$ cat src/verilog/cache_pkg.sv
// cache package: geometry constants and vector types for the direct-mapped data cache
package cache_pkg;

    // bus and block geometry
    localparam int WORD_W      = 32;
    localparam int BLOCK_WORDS = 2;
    localparam int N_INDICES   = 16;
    localparam int BYTE_OFF_W  = 2;
    localparam int BLK_OFF_W   = $clog2(BLOCK_WORDS);
    localparam int IDX_W       = $clog2(N_INDICES);
    localparam int TAG_W       = WORD_W - BYTE_OFF_W - BLK_OFF_W - IDX_W;
    localparam int BLOCK_W     = BLOCK_WORDS * WORD_W;

    // field positions inside a byte address
    localparam int IDX_LSB = BYTE_OFF_W + BLK_OFF_W;
    localparam int TAG_LSB = IDX_LSB + IDX_W;

    // everything from here up goes straight to memory
    localparam logic [WORD_W-1:0] NONCACHE_START = 32'h8000_0000;

    typedef logic [WORD_W-1:0] word_t;

    // tag | index | block offset | byte offset
    typedef logic [WORD_W-1:0] addr_t;

    typedef logic [TAG_W-1:0]     tag_t;
    typedef logic [IDX_W-1:0]     idx_t;
    typedef logic [BLK_OFF_W-1:0] blk_off_t;
    typedef logic [WORD_W/8-1:0]  byte_en_t;

    // word 0 sits in the low bits
    typedef logic [BLOCK_W-1:0] block_t;

endpackage
$ cat src/verilog/frame_ram_if.sv
// frame RAM port: one index, write frame fields and registered read frame fields
`timescale 1ns/1ps

interface frame_ram_if;

    cache_pkg::idx_t   idx;
    logic              ren;
    logic              wen;
    cache_pkg::tag_t   wtag;
    logic              wvalid;
    logic              wdirty;
    cache_pkg::block_t wblock;
    cache_pkg::tag_t   rtag;
    logic              rvalid;
    logic              rdirty;
    cache_pkg::block_t rblock;

    modport ctrl (
        output idx, ren, wen, wtag, wvalid, wdirty, wblock,
        input  rtag, rvalid, rdirty, rblock
    );

    modport ram (
        input  idx, ren, wen, wtag, wvalid, wdirty, wblock,
        output rtag, rvalid, rdirty, rblock
    );

endinterface

$ cat src/verilog/cache_bus_if.sv
// word bus with read/write strobes and a busy level, between cache controller and router
`timescale 1ns/1ps

interface cache_bus_if;

    cache_pkg::addr_t    addr;
    cache_pkg::word_t    wdata;
    cache_pkg::byte_en_t byte_en;
    logic                ren;
    logic                wen;
    cache_pkg::word_t    rdata;
    logic                busy;

    // requester side
    modport ctrl (
        output addr, wdata, byte_en, ren, wen,
        input  rdata, busy
    );

    // memory side, as seen through the router
    modport router (
        input  addr, wdata, byte_en, ren, wen,
        output rdata, busy
    );

endinterface

$ cat src/verilog/direct_mapped_cache.sv
// direct-mapped write-back data cache top level: frame RAM, controller and non-cacheable router
`timescale 1ns/1ps

module direct_mapped_cache (
    input  logic                CLK,
    input  logic                nRST,
    input  logic                flush,
    output logic                flush_done,
    input  cache_pkg::addr_t    proc_addr,
    input  cache_pkg::word_t    proc_wdata,
    input  cache_pkg::byte_en_t proc_byte_en,
    input  logic                proc_ren,
    input  logic                proc_wen,
    output cache_pkg::word_t    proc_rdata,
    output logic                proc_busy,
    output cache_pkg::addr_t    mem_addr,
    output cache_pkg::word_t    mem_wdata,
    output cache_pkg::byte_en_t mem_byte_en,
    output logic                mem_ren,
    output logic                mem_wen,
    input  cache_pkg::word_t    mem_rdata,
    input  logic                mem_busy
);

    logic             direct;
    cache_pkg::word_t cache_rdata;
    logic             cache_busy;

    cache_bus_if ctrl_bus_if ();
    frame_ram_if ram_if ();

    frame_ram frame_ram_inst (
        .CLK (CLK),
        .ram (ram_if.ram)
    );

    cache_controller cache_controller_inst (
        .CLK          (CLK),
        .nRST         (nRST),
        .flush        (flush),
        .direct       (direct),
        .proc_addr    (proc_addr),
        .proc_wdata   (proc_wdata),
        .proc_byte_en (proc_byte_en),
        .proc_ren     (proc_ren),
        .proc_wen     (proc_wen),
        .flush_done   (flush_done),
        .cache_rdata  (cache_rdata),
        .cache_busy   (cache_busy),
        .mem_bus      (ctrl_bus_if.ctrl),
        .ram          (ram_if.ctrl)
    );

    noncache_router noncache_router_inst (
        .proc_addr    (proc_addr),
        .proc_wdata   (proc_wdata),
        .proc_byte_en (proc_byte_en),
        .proc_ren     (proc_ren),
        .proc_wen     (proc_wen),
        .mem_rdata    (mem_rdata),
        .mem_busy     (mem_busy),
        .cache_rdata  (cache_rdata),
        .cache_busy   (cache_busy),
        .direct       (direct),
        .mem_addr     (mem_addr),
        .mem_wdata    (mem_wdata),
        .mem_byte_en  (mem_byte_en),
        .mem_ren      (mem_ren),
        .mem_wen      (mem_wen),
        .proc_rdata   (proc_rdata),
        .proc_busy    (proc_busy),
        .ctrl_bus     (ctrl_bus_if.router)
    );

endmodule

$ cat src/verilog/noncache_router.sv
// non-cacheable router: decodes direct addresses and muxes memory between processor and cache
`timescale 1ns/1ps

module noncache_router (
    input  cache_pkg::addr_t    proc_addr,
    input  cache_pkg::word_t    proc_wdata,
    input  cache_pkg::byte_en_t proc_byte_en,
    input  logic                proc_ren,
    input  logic                proc_wen,
    input  cache_pkg::word_t    mem_rdata,
    input  logic                mem_busy,
    input  cache_pkg::word_t    cache_rdata,
    input  logic                cache_busy,
    output logic                direct,
    output cache_pkg::addr_t    mem_addr,
    output cache_pkg::word_t    mem_wdata,
    output cache_pkg::byte_en_t mem_byte_en,
    output logic                mem_ren,
    output logic                mem_wen,
    output cache_pkg::word_t    proc_rdata,
    output logic                proc_busy,
    cache_bus_if.router         ctrl_bus
);

    logic direct_req;

    assign direct     = (proc_addr >= cache_pkg::NONCACHE_START);
    // only an active direct access takes the memory bus
    assign direct_req = direct && (proc_ren || proc_wen);

    assign mem_addr    = direct_req ? proc_addr    : ctrl_bus.addr;
    assign mem_wdata   = direct_req ? proc_wdata   : ctrl_bus.wdata;
    assign mem_byte_en = direct_req ? proc_byte_en : ctrl_bus.byte_en;
    assign mem_ren     = direct_req ? proc_ren     : ctrl_bus.ren;
    assign mem_wen     = direct_req ? proc_wen     : ctrl_bus.wen;

    assign proc_rdata = direct_req ? mem_rdata : cache_rdata;
    assign proc_busy  = direct_req ? mem_busy  : cache_busy;

    // controller stalls while the processor owns memory
    assign ctrl_bus.rdata = mem_rdata;
    assign ctrl_bus.busy  = direct_req ? 1'b1 : mem_busy;

endmodule

$ cat src/verilog/cache_controller.sv
// cache controller: lookup, write merge, write-back, block fill and flush/invalidate FSM
`timescale 1ns/1ps

module cache_controller (
    input  logic                CLK,
    input  logic                nRST,
    input  logic                flush,
    input  logic                direct,
    input  cache_pkg::addr_t    proc_addr,
    input  cache_pkg::word_t    proc_wdata,
    input  cache_pkg::byte_en_t proc_byte_en,
    input  logic                proc_ren,
    input  logic                proc_wen,
    output logic                flush_done,
    output cache_pkg::word_t    cache_rdata,
    output logic                cache_busy,
    cache_bus_if.ctrl           mem_bus,
    frame_ram_if.ctrl           ram
);

    typedef enum logic [3:0] {
        IDLE,
        LOOKUP,
        WRITEBACK,
        FETCH,
        FILL,
        FLUSH_READ,
        FLUSH_CHECK,
        FLUSH_WB,
        FLUSH_CLEAR
    } state_t;

    state_t              state, state_next;
    cache_pkg::blk_off_t cnt, cnt_next;
    cache_pkg::idx_t     flush_idx, flush_idx_next;
    logic                init_flag;
    logic                flush_reg;
    logic                pass_done;

    // frame buffer
    cache_pkg::tag_t     fb_tag, fb_tag_next;
    cache_pkg::block_t   fb_block, fb_block_next;
    cache_pkg::block_t   merged_block;

    cache_pkg::tag_t     req_tag;
    cache_pkg::idx_t     req_idx;
    cache_pkg::blk_off_t req_off;
    logic                request;
    logic                tag_match;
    logic                last_word;
    logic                last_idx;

    // byte-lane merge of new data over an old word
    function automatic cache_pkg::word_t merge_word(input cache_pkg::word_t old_word,
                                                    input cache_pkg::word_t new_word,
                                                    input cache_pkg::byte_en_t be);
        cache_pkg::word_t result;
        result = old_word;
        for (int i = 0; i < $bits(cache_pkg::byte_en_t); i++) begin
            if (be[i]) begin
                result[8*i +: 8] = new_word[8*i +: 8];
            end
        end
        return result;
    endfunction

    assign req_tag = proc_addr[cache_pkg::TAG_LSB +: cache_pkg::TAG_W];
    assign req_idx = proc_addr[cache_pkg::IDX_LSB +: cache_pkg::IDX_W];
    assign req_off = proc_addr[cache_pkg::BYTE_OFF_W +: cache_pkg::BLK_OFF_W];

    assign request   = (proc_ren || proc_wen) && !direct;
    assign tag_match = ram.rvalid && (ram.rtag == req_tag);
    assign last_word = (cnt == cache_pkg::blk_off_t'(cache_pkg::BLOCK_WORDS - 1));
    assign last_idx  = (flush_idx == cache_pkg::idx_t'(cache_pkg::N_INDICES - 1));

    always_comb begin
        state_next      = state;
        cnt_next        = cnt;
        flush_idx_next  = flush_idx;
        fb_tag_next     = fb_tag;
        fb_block_next   = fb_block;
        merged_block    = fb_block;
        pass_done       = 1'b0;
        flush_done      = 1'b0;
        cache_busy      = 1'b1;
        cache_rdata     = ram.rblock[req_off*cache_pkg::WORD_W +: cache_pkg::WORD_W];
        ram.idx         = req_idx;
        ram.ren         = 1'b0;
        ram.wen         = 1'b0;
        ram.wtag        = '0;
        ram.wvalid      = 1'b0;
        ram.wdirty      = 1'b0;
        ram.wblock      = '0;
        mem_bus.addr    = {fb_tag, req_idx, cnt, {cache_pkg::BYTE_OFF_W{1'b0}}};
        mem_bus.wdata   = fb_block[cnt*cache_pkg::WORD_W +: cache_pkg::WORD_W];
        mem_bus.byte_en = '1;
        mem_bus.ren     = 1'b0;
        mem_bus.wen     = 1'b0;

        case (state)
            IDLE: begin
                if (init_flag || flush_reg || flush) begin
                    flush_idx_next = '0;
                    state_next     = FLUSH_READ;
                end else if (request) begin
                    ram.ren    = 1'b1;
                    state_next = LOOKUP;
                end
            end
            LOOKUP: begin
                if (tag_match) begin
                    cache_busy = 1'b0;
                    state_next = IDLE;
                    if (proc_wen) begin
                        merged_block = ram.rblock;
                        merged_block[req_off*cache_pkg::WORD_W +: cache_pkg::WORD_W] =
                            merge_word(cache_rdata, proc_wdata, proc_byte_en);
                        ram.wen    = 1'b1;
                        ram.wtag   = req_tag;
                        ram.wvalid = 1'b1;
                        ram.wdirty = 1'b1;
                        ram.wblock = merged_block;
                    end
                end else begin
                    // miss, keep the victim for write-back
                    fb_tag_next   = ram.rtag;
                    fb_block_next = ram.rblock;
                    cnt_next      = '0;
                    state_next    = (ram.rvalid && ram.rdirty) ? WRITEBACK : FETCH;
                end
            end
            WRITEBACK: begin
                mem_bus.wen = 1'b1;
                if (!mem_bus.busy) begin
                    cnt_next = cnt + 1'b1;
                    if (last_word) begin
                        cnt_next   = '0;
                        state_next = FETCH;
                    end
                end
            end
            FETCH: begin
                mem_bus.addr = {req_tag, req_idx, cnt, {cache_pkg::BYTE_OFF_W{1'b0}}};
                mem_bus.ren  = 1'b1;
                if (!mem_bus.busy) begin
                    fb_block_next[cnt*cache_pkg::WORD_W +: cache_pkg::WORD_W] = mem_bus.rdata;
                    cnt_next = cnt + 1'b1;
                    if (last_word) begin
                        cnt_next   = '0;
                        state_next = FILL;
                    end
                end
            end
            FILL: begin
                cache_rdata = fb_block[req_off*cache_pkg::WORD_W +: cache_pkg::WORD_W];
                if (proc_wen) begin
                    merged_block[req_off*cache_pkg::WORD_W +: cache_pkg::WORD_W] =
                        merge_word(cache_rdata, proc_wdata, proc_byte_en);
                end
                ram.wen    = 1'b1;
                ram.wtag   = req_tag;
                ram.wvalid = 1'b1;
                ram.wdirty = proc_wen;
                ram.wblock = merged_block;
                cache_busy = 1'b0;
                state_next = IDLE;
            end
            FLUSH_READ: begin
                ram.idx    = flush_idx;
                ram.ren    = 1'b1;
                // nothing is trusted yet during the reset pass
                state_next = init_flag ? FLUSH_CLEAR : FLUSH_CHECK;
            end
            FLUSH_CHECK: begin
                fb_tag_next   = ram.rtag;
                fb_block_next = ram.rblock;
                cnt_next      = '0;
                state_next    = (ram.rvalid && ram.rdirty) ? FLUSH_WB : FLUSH_CLEAR;
            end
            FLUSH_WB: begin
                mem_bus.addr = {fb_tag, flush_idx, cnt, {cache_pkg::BYTE_OFF_W{1'b0}}};
                mem_bus.wen  = 1'b1;
                if (!mem_bus.busy) begin
                    cnt_next = cnt + 1'b1;
                    if (last_word) begin
                        cnt_next   = '0;
                        state_next = FLUSH_CLEAR;
                    end
                end
            end
            FLUSH_CLEAR: begin
                ram.idx = flush_idx;
                ram.wen = 1'b1;
                if (last_idx) begin
                    pass_done  = 1'b1;
                    flush_done = flush_reg && !init_flag;
                    state_next = IDLE;
                end else begin
                    flush_idx_next = flush_idx + 1'b1;
                    state_next     = FLUSH_READ;
                end
            end
            default: state_next = IDLE;
        endcase
    end

    always_ff @(posedge CLK, negedge nRST) begin
        if (!nRST) begin
            state     <= IDLE;
            cnt       <= '0;
            flush_idx <= '0;
            init_flag <= 1'b1;
            flush_reg <= 1'b0;
        end else begin
            state     <= state_next;
            cnt       <= cnt_next;
            flush_idx <= flush_idx_next;
            if (pass_done) begin
                init_flag <= 1'b0;
            end
            // a new pulse on the final index starts another pass
            if (flush) begin
                flush_reg <= 1'b1;
            end else if (flush_done) begin
                flush_reg <= 1'b0;
            end
        end
    end

    always_ff @(posedge CLK) begin
        fb_tag   <= fb_tag_next;
        fb_block <= fb_block_next;
    end

endmodule

$ cat src/verilog/frame_ram.sv
// frame RAM: tag, valid, dirty and data block per index, one-cycle synchronous read
`timescale 1ns/1ps

module frame_ram (
    input logic      CLK,
    frame_ram_if.ram ram
);

    cache_pkg::tag_t   tag_mem   [cache_pkg::N_INDICES];
    logic              valid_mem [cache_pkg::N_INDICES];
    logic              dirty_mem [cache_pkg::N_INDICES];
    cache_pkg::block_t block_mem [cache_pkg::N_INDICES];

    // write port
    always_ff @(posedge CLK) begin
        if (ram.wen) begin
            tag_mem[ram.idx]   <= ram.wtag;
            valid_mem[ram.idx] <= ram.wvalid;
            dirty_mem[ram.idx] <= ram.wdirty;
            block_mem[ram.idx] <= ram.wblock;
        end
    end

    // read port, outputs hold until the next ren
    always_ff @(posedge CLK) begin
        if (ram.ren) begin
            ram.rtag   <= tag_mem[ram.idx];
            ram.rvalid <= valid_mem[ram.idx];
            ram.rdirty <= dirty_mem[ram.idx];
            ram.rblock <= block_mem[ram.idx];
        end
    end

endmodule

$ cat config.mk
export PLATFORM = sky130hd
export DESIGN_NAME = direct_mapped_cache
export DESIGN_NICKNAME = d
export VERILOG_FILES = /design/src/verilog/cache_pkg.sv /design/src/verilog/frame_ram_if.sv /design/src/verilog/cache_bus_if.sv /design/src/verilog/direct_mapped_cache.sv /design/src/verilog/noncache_router.sv /design/src/verilog/cache_controller.sv /design/src/verilog/frame_ram.sv
export SDC_FILE = /design/constraint.sdc
export NUM_CORES = 2
export LEC_CHECK = 0
export BUFFER_PORTS_ARGS = -buffer_cell sky130_fd_sc_hd__buf_2
export CAP_MARGIN = 20
export CORE_MARGIN = 5
export CORE_UTILIZATION = 62
export DETAILED_ROUTE_END_ITERATION = 6
export HOLD_SLACK_MARGIN = 0.06
export MAX_ROUTING_LAYER = met4
export PLACE_DENSITY = 0.79
export RECOVER_POWER = 25
export SKIP_CTS_REPAIR_TIMING = 1
export SLEW_MARGIN = 20
export SYNTH_ARGS = -nofsm -noshare
export SYNTH_HDL_FRONTEND = slang
export SYNTH_HIERARCHICAL = 1
export SYNTH_SLANG_ARGS = --single-unit
$ cat constraint.sdc
create_clock -name CLK -period 10.8 [get_ports CLK]
set_input_delay 2.7 -clock CLK [delete_from_list [all_inputs] [get_ports CLK]]
set_output_delay 2.7 -clock CLK [all_outputs]
set_load 0.03 [all_outputs]
* Word level (Yosys, flattened, before mapping)
Memory sizes are Yosys's and may differ from the RTL's. A register that Yosys moved wholly into a read port is not among the register bits.
Index checks and enable logic that the tools add are counted.
Widths: inputs -> output; s select.
** Word-level totals
- Register bits after elaboration :: 100
- Bits in writable memories :: 1456
- Output and inout bits :: 104
- Word-level logic and storage cells :: 165
- Memories :: 4
** Operators by class
- Add/subtract/negate cells :: 4
- $lt $le $gt $ge :: 1
- Equal/unequal tests :: 21
- Shifts and indexed selects :: 8
- Mux-type cells :: 95
- Reduce and logical (&&, ||, !) cells :: 25
** Memories
- frame_ram_inst.block_mem :: depth 16, bits a word 64, rd ports 1, clocked after Yosys merged registers in 1, wr ports 1, RTL line frame_ram.sv:12 : cache_pkg::block_t block_mem [cache_pkg::N_INDICES];
- frame_ram_inst.tag_mem :: depth 16, bits a word 25, rd ports 1, clocked after Yosys merged registers in 1, wr ports 1, RTL line frame_ram.sv:9 : cache_pkg::tag_t tag_mem [cache_pkg::N_INDICES];
- frame_ram_inst.dirty_mem :: depth 16, bits a word 1, rd ports 1, clocked after Yosys merged registers in 1, wr ports 1, RTL line frame_ram.sv:11 : logic dirty_mem [cache_pkg::N_INDICES];
- frame_ram_inst.valid_mem :: depth 16, bits a word 1, rd ports 1, clocked after Yosys merged registers in 1, wr ports 1, RTL line frame_ram.sv:10 : logic valid_mem [cache_pkg::N_INDICES];
** Operators with widths (count)
- $mux 64 :: 5
- $mux 8 :: 28
- $bwmux 64 :: 3
- $pmux 64 s3 :: 1
- $shiftx 32x34->64 :: 3
- $shiftx 64x7->32 :: 3
- $mux 32 :: 4
- $pmux 64 s2 :: 1
- $shift 32x34->64 const A :: 2
- $pmux 25 s2 :: 2
- $mux 25 :: 3
- $neg 6->34 :: 2
- $pmux 32 s2 :: 1
- $mux 4 :: 15
- $ge 32x32->1 const B :: 1
- $pmux 4 s8 :: 1
- $eq 25x25->1 :: 1
- $mux 1 :: 23
- $eq 4x3->1 const B :: 4
- $ne 2x2->1 const B :: 6
- $pmux 1 s2 :: 5
- $reduce_and 3->1 :: 3
- $eq 4x2->1 const B :: 2
- $eq 4x4->1 const B :: 2
- other kinds (18) :: 33

* Logic depth before layout (Yosys ltp)
- Word-level depth :: 10
- Depth in mapped cells :: 12

* Hierarchy
The synthesis kept the hierarchy.
** By module, submodules not included
- frame_ram :: times used 1, cells an instance 2332, area each 57154.8 sq um
- cache_controller :: times used 1, cells an instance 891, area each 8506.9 sq um
- noncache_router :: times used 1, cells an instance 151, area each 1820.5 sq um

* Worst setup path after synthesis
No wires, ideal clock.
- Kind :: input to register
- Start point :: input proc_addr[26]
- End point :: memory frame_ram_inst/block_mem[0][0] (netlist name) (enable)
- Data arrival time :: 10.989 ns
- Required time :: 10.148 ns
- Path slack :: -0.841 ns
- Stages :: 9
- Buffers on the path :: 2
- Cells stage by stage :: xnor2_1 > nand4_1 > or4_4 > or4_4 > buf_6 > clkbuf_8 > nand3_1 > or3b_1 > nor3_1
** Between the ends
- Cells in the longest elaborated chain, start to end :: 6
** RTL lines
- from (decl) :: RTL line direct_mapped_cache.sv:9 : input cache_pkg::addr_t proc_addr,
- $eq 25x25->1 :: RTL line cache_controller.sv:72 : assign tag_match = ram.rvalid && (ram.rtag == req_tag);
- $logic_and 1x1->1 :: RTL line cache_controller.sv:72
- $mux 1 :: RTL line cache_controller.sv:111 : if (tag_match) begin
- $pmux 1 s2 :: RTL line cache_controller.sv:100 : case (state)
- net ram_if.wen :: RTL line frame_ram_if.sv:8 : logic wen;
- $mux 1 :: RTL line frame_ram.sv:16 : if (ram.wen) begin
- $mux 1 (not written as such) :: RTL line frame_ram.sv:20 : block_mem[ram.idx] <= ram.wblock;
- to (decl) :: RTL line frame_ram.sv:12
The timed path passes the listed nets, and every way through them passes these cells.

* Final worst setup path
- Start point :: input proc_wen
- End point :: output mem_addr[8]
** Between the ends
- Cells in the longest elaborated chain, start to end :: 3
** RTL lines
- from (decl) :: RTL line direct_mapped_cache.sv:13 : input logic proc_wen,
- $logic_or 1x1->1 :: RTL line noncache_router.sv:29 : assign direct_req = direct && (proc_ren || proc_wen);
- $logic_and 1x1->1 :: RTL line noncache_router.sv:29
- $mux 32 :: RTL line noncache_router.sv:31 : assign mem_addr = direct_req ? proc_addr : ctrl_bus.addr;
- to (decl) :: RTL line direct_mapped_cache.sv:16 : output cache_pkg::addr_t mem_addr,
Every way passes these cells.

==> impl_metrics.tcl <==
set metrics [dict create \
    cp_data_required_time_ps 8100 \
    synth_area_leader_cell "edfxtp_1" \
    track_usage 0.298 \
    p_leak_uw 0.0255 \
    worst_path_max_delay_cell "clkbuf_1" \
    worstHoldStart "frame_ram_inst/ram.rtag[20]" \
    startpoint_type "input port" \
    clk_latency_ps 760 \
    synth-xor-area-share 0.00350 \
    synth_cell_types 55 \
    drc 0 \
    rr_endpoint "frame_ram_inst/block_mem[10][8]" \
    maxCapViolations 23 \
    ys_top_cells_by_count "edfxtp_1, mux4_2, nand2_1" \
    ant_nets 0 \
    synth-simple-area-share 0.0292 \
    r2r-start "cache_controller_inst/state[2]" \
    clock_sinks 1647 \
    rsz0062_at_grt "no" \
    critPathArrivalTime_ps 6590 \
    drive_above_1_share 0.291 \
    place_congestion 0.822 \
    maxSlewHeadroom -1.82 \
    globalRouteOverflowTotal 0 \
    ios 210 \
    antenna_found_initial 5 \
    path_clk_slew_ps 60 \
    max_stage_delay_ps 2280 \
    crit_type "input port to primary output" \
    seq_area_frac_synth 0.732 \
    status "finished, violations left" \
    dp.cells 4836 \
    skew_ps 34.3 \
    drt_iter0_drc 5756 \
    num_vias 36000 \
    clock_path_buffers 3 \
    cts_tree "built" \
    grt_pass1_wl_um 245000 \
    max_slew.worst_pin.slew_ps 4220 \
    nets 3688 \
    final_core_util 0.690 \
    synth_compound_area_frac 0.0349 \
    path_max_fanout 39 \
    setup_ws_ps 1510 \
    dr.pass1.iters 6 \
    synth_area_per_cell_sq_um 20.0 \
    synth_fa_ha_area_frac 0.000185 \
    min_period_ps 9290 \
    first_global_vias 36200 \
    syn_inst 3374 \
    cts_root_buffer "clkbuf_16" \
    core_sq_um 109000 \
    tns_ps 0 \
    largest_reg_flops 1024 \
    power.total_uw 17500 \
    hold_class "flop to flop" \
    synth_top_family_by_area "multiplexers" \
    synthesis.area_sq_um 67500 \
    ys.flop_type "edfxtp_1" \
    drt-total-wl_um 168000 \
    finalHoldViolations 0 \
    grt_max_degree 128 \
    synth.top_cells.by_area "edfxtp_1, mux4_2, a22oi_1" \
    port_buffers 209 \
    p_per_area_nw_per_um2 234 \
    end_kind "primary output" \
    cp.depth 5 \
    muxShareOfSynthArea 0.179 \
    top_register "frame_ram_inst/block_mem" \
    yosysMostFrequentCell "edfxtp_1" \
    async_flop_share 0.00668 \
    ys_ff_latch 1647 \
    failed_checks "max-capacitance violations, max-slew violations" \
    vias_per_cell 7.03 \
    area_growth_pct 11.0 \
    largestRegisters "frame_ram_inst/block_mem: 1024 flops, frame_ram_inst/tag_mem: 400 flops" \
    die_height_um 340 \
    ir_worst_vdd_v 0.000135 \
    cpMostUsedCell "clkbuf_1" \
    ff2ff_path_depth 8 \
    synth_top_area_share 0.728 \
    cts_buffers 156 \
    fin_crit_sh 0.860 \
    fmax_mhz 108 \
    stdcell_count 5118 \
    drv_slew 729 \
    place_hpwl_um 85900 \
    die_w_um 340 \
    crit_end "mem_addr[8]" \
    die_area_sq_um 116000 \
    path_delay_family "buffers and inverters" \
    worstPathCellList "clkbuf_1 -> o21ai_4 -> clkbuf_1 -> mux2_4 -> buf_2" \
    rows 121 \
    yosys_warnings 6 \
    finalSetupViolCount 0 \
    htreeDepth 4 \
    whs_path_depth 0 \
    synth_edf_count 1636 \
    startpoint "proc_wen" \
    crit_buf_inv 3 \
    initial_core_util 0.622 \
    pre_cts_ws_ps 3000 \
    drt-wirelength-per-cell_um 32.9 \
    r2r_slack_ps 1930 \
]
==> logic make-up (layout without fill, tap and decap cells) <==
group                      Yosys count  after routing
DFF                               1647           1647
muxes                              664            664
and+or+nand+nor                    449            449
AOI/OAI and AO/OA                  337            337
buffers and inverters              247            571
xor gates and xnor gates            27             27
other                                2              8
adders and majority gates            1              1
==> power breakdown <==
group	internal [uW]	switching (uW)	leakage, uW	total [uW]
Clock	2960	2330	0.00239	5290
Combinational	1520	2530	0.00775	4040
Sequential	7910	277	0.0153	8180
==> final cells by class <==
cell class / count / area [sq um]
Sequential cell: 1647 / 49400
Clock buffer: 192 / 4170
Timing Repair Buffer: 289 / 1720
Tap cell: 1414 / 1770
Antenna cell: 2 / 5.00
Clock inverter: 87 / 698
Fill cell: 6407 / 33700
Inverter: 3 / 11.3
Multi-Input combinational cell: 1484 / 17100
==> metal layers <==
metal  share of wire  vias to the layer above  GRT usage
met4           0.033                        0     0.0986
met2            0.49                     2772      0.463
met3            0.12                      380     0.0587
met5               0                        -          -
met1            0.36                    18600      0.407
li1                -                    14300          -
==> through the flow <==
| stage | hold WS (ps) | area, sq um |
|---|---|---|
| final | 483 | 74900 |
| after floorplan | 447 | 67500 |
| after global placement | 459 | 69900 |
| after detailed placement | 456 | 69900 |
| after global routing | 490 | 74900 |
| after CTS | 471 | 74800 |
==> worst min path at each step <==
stage,end,slack (ps)
after floorplan,cache_controller_inst/fb_tag[12],450
after global placement,cache_controller_inst/fb_tag[23],460
after detailed placement,cache_controller_inst/fb_tag[23],460
after CTS,cache_controller_inst/fb_tag[23],470
after global routing,cache_controller_inst/fb_tag[20],490
final,cache_controller_inst/fb_tag[20],480
==> layout by cell type (no fill, tap or decap), drive strengths merged, types with 6 or more instances in the layout <==
cell type  instances
mux2i            128
bufinv             9
nor2              25
a22oi            182
nand4              6
mux2             140
o22ai             65
edfxtp          1636
nor3              13
xor2              10
buf              253
a21oi              9
clkinv            67
o21ai             40
clkbuf           228
nand2b            43
mux4             396
nor2b              6
dfrtp             10
nand2            295
xnor2             17
conb               6
a21boi            25
nand3             41
inv               11
Note: power is estimated with default switching activity, not from simulation.
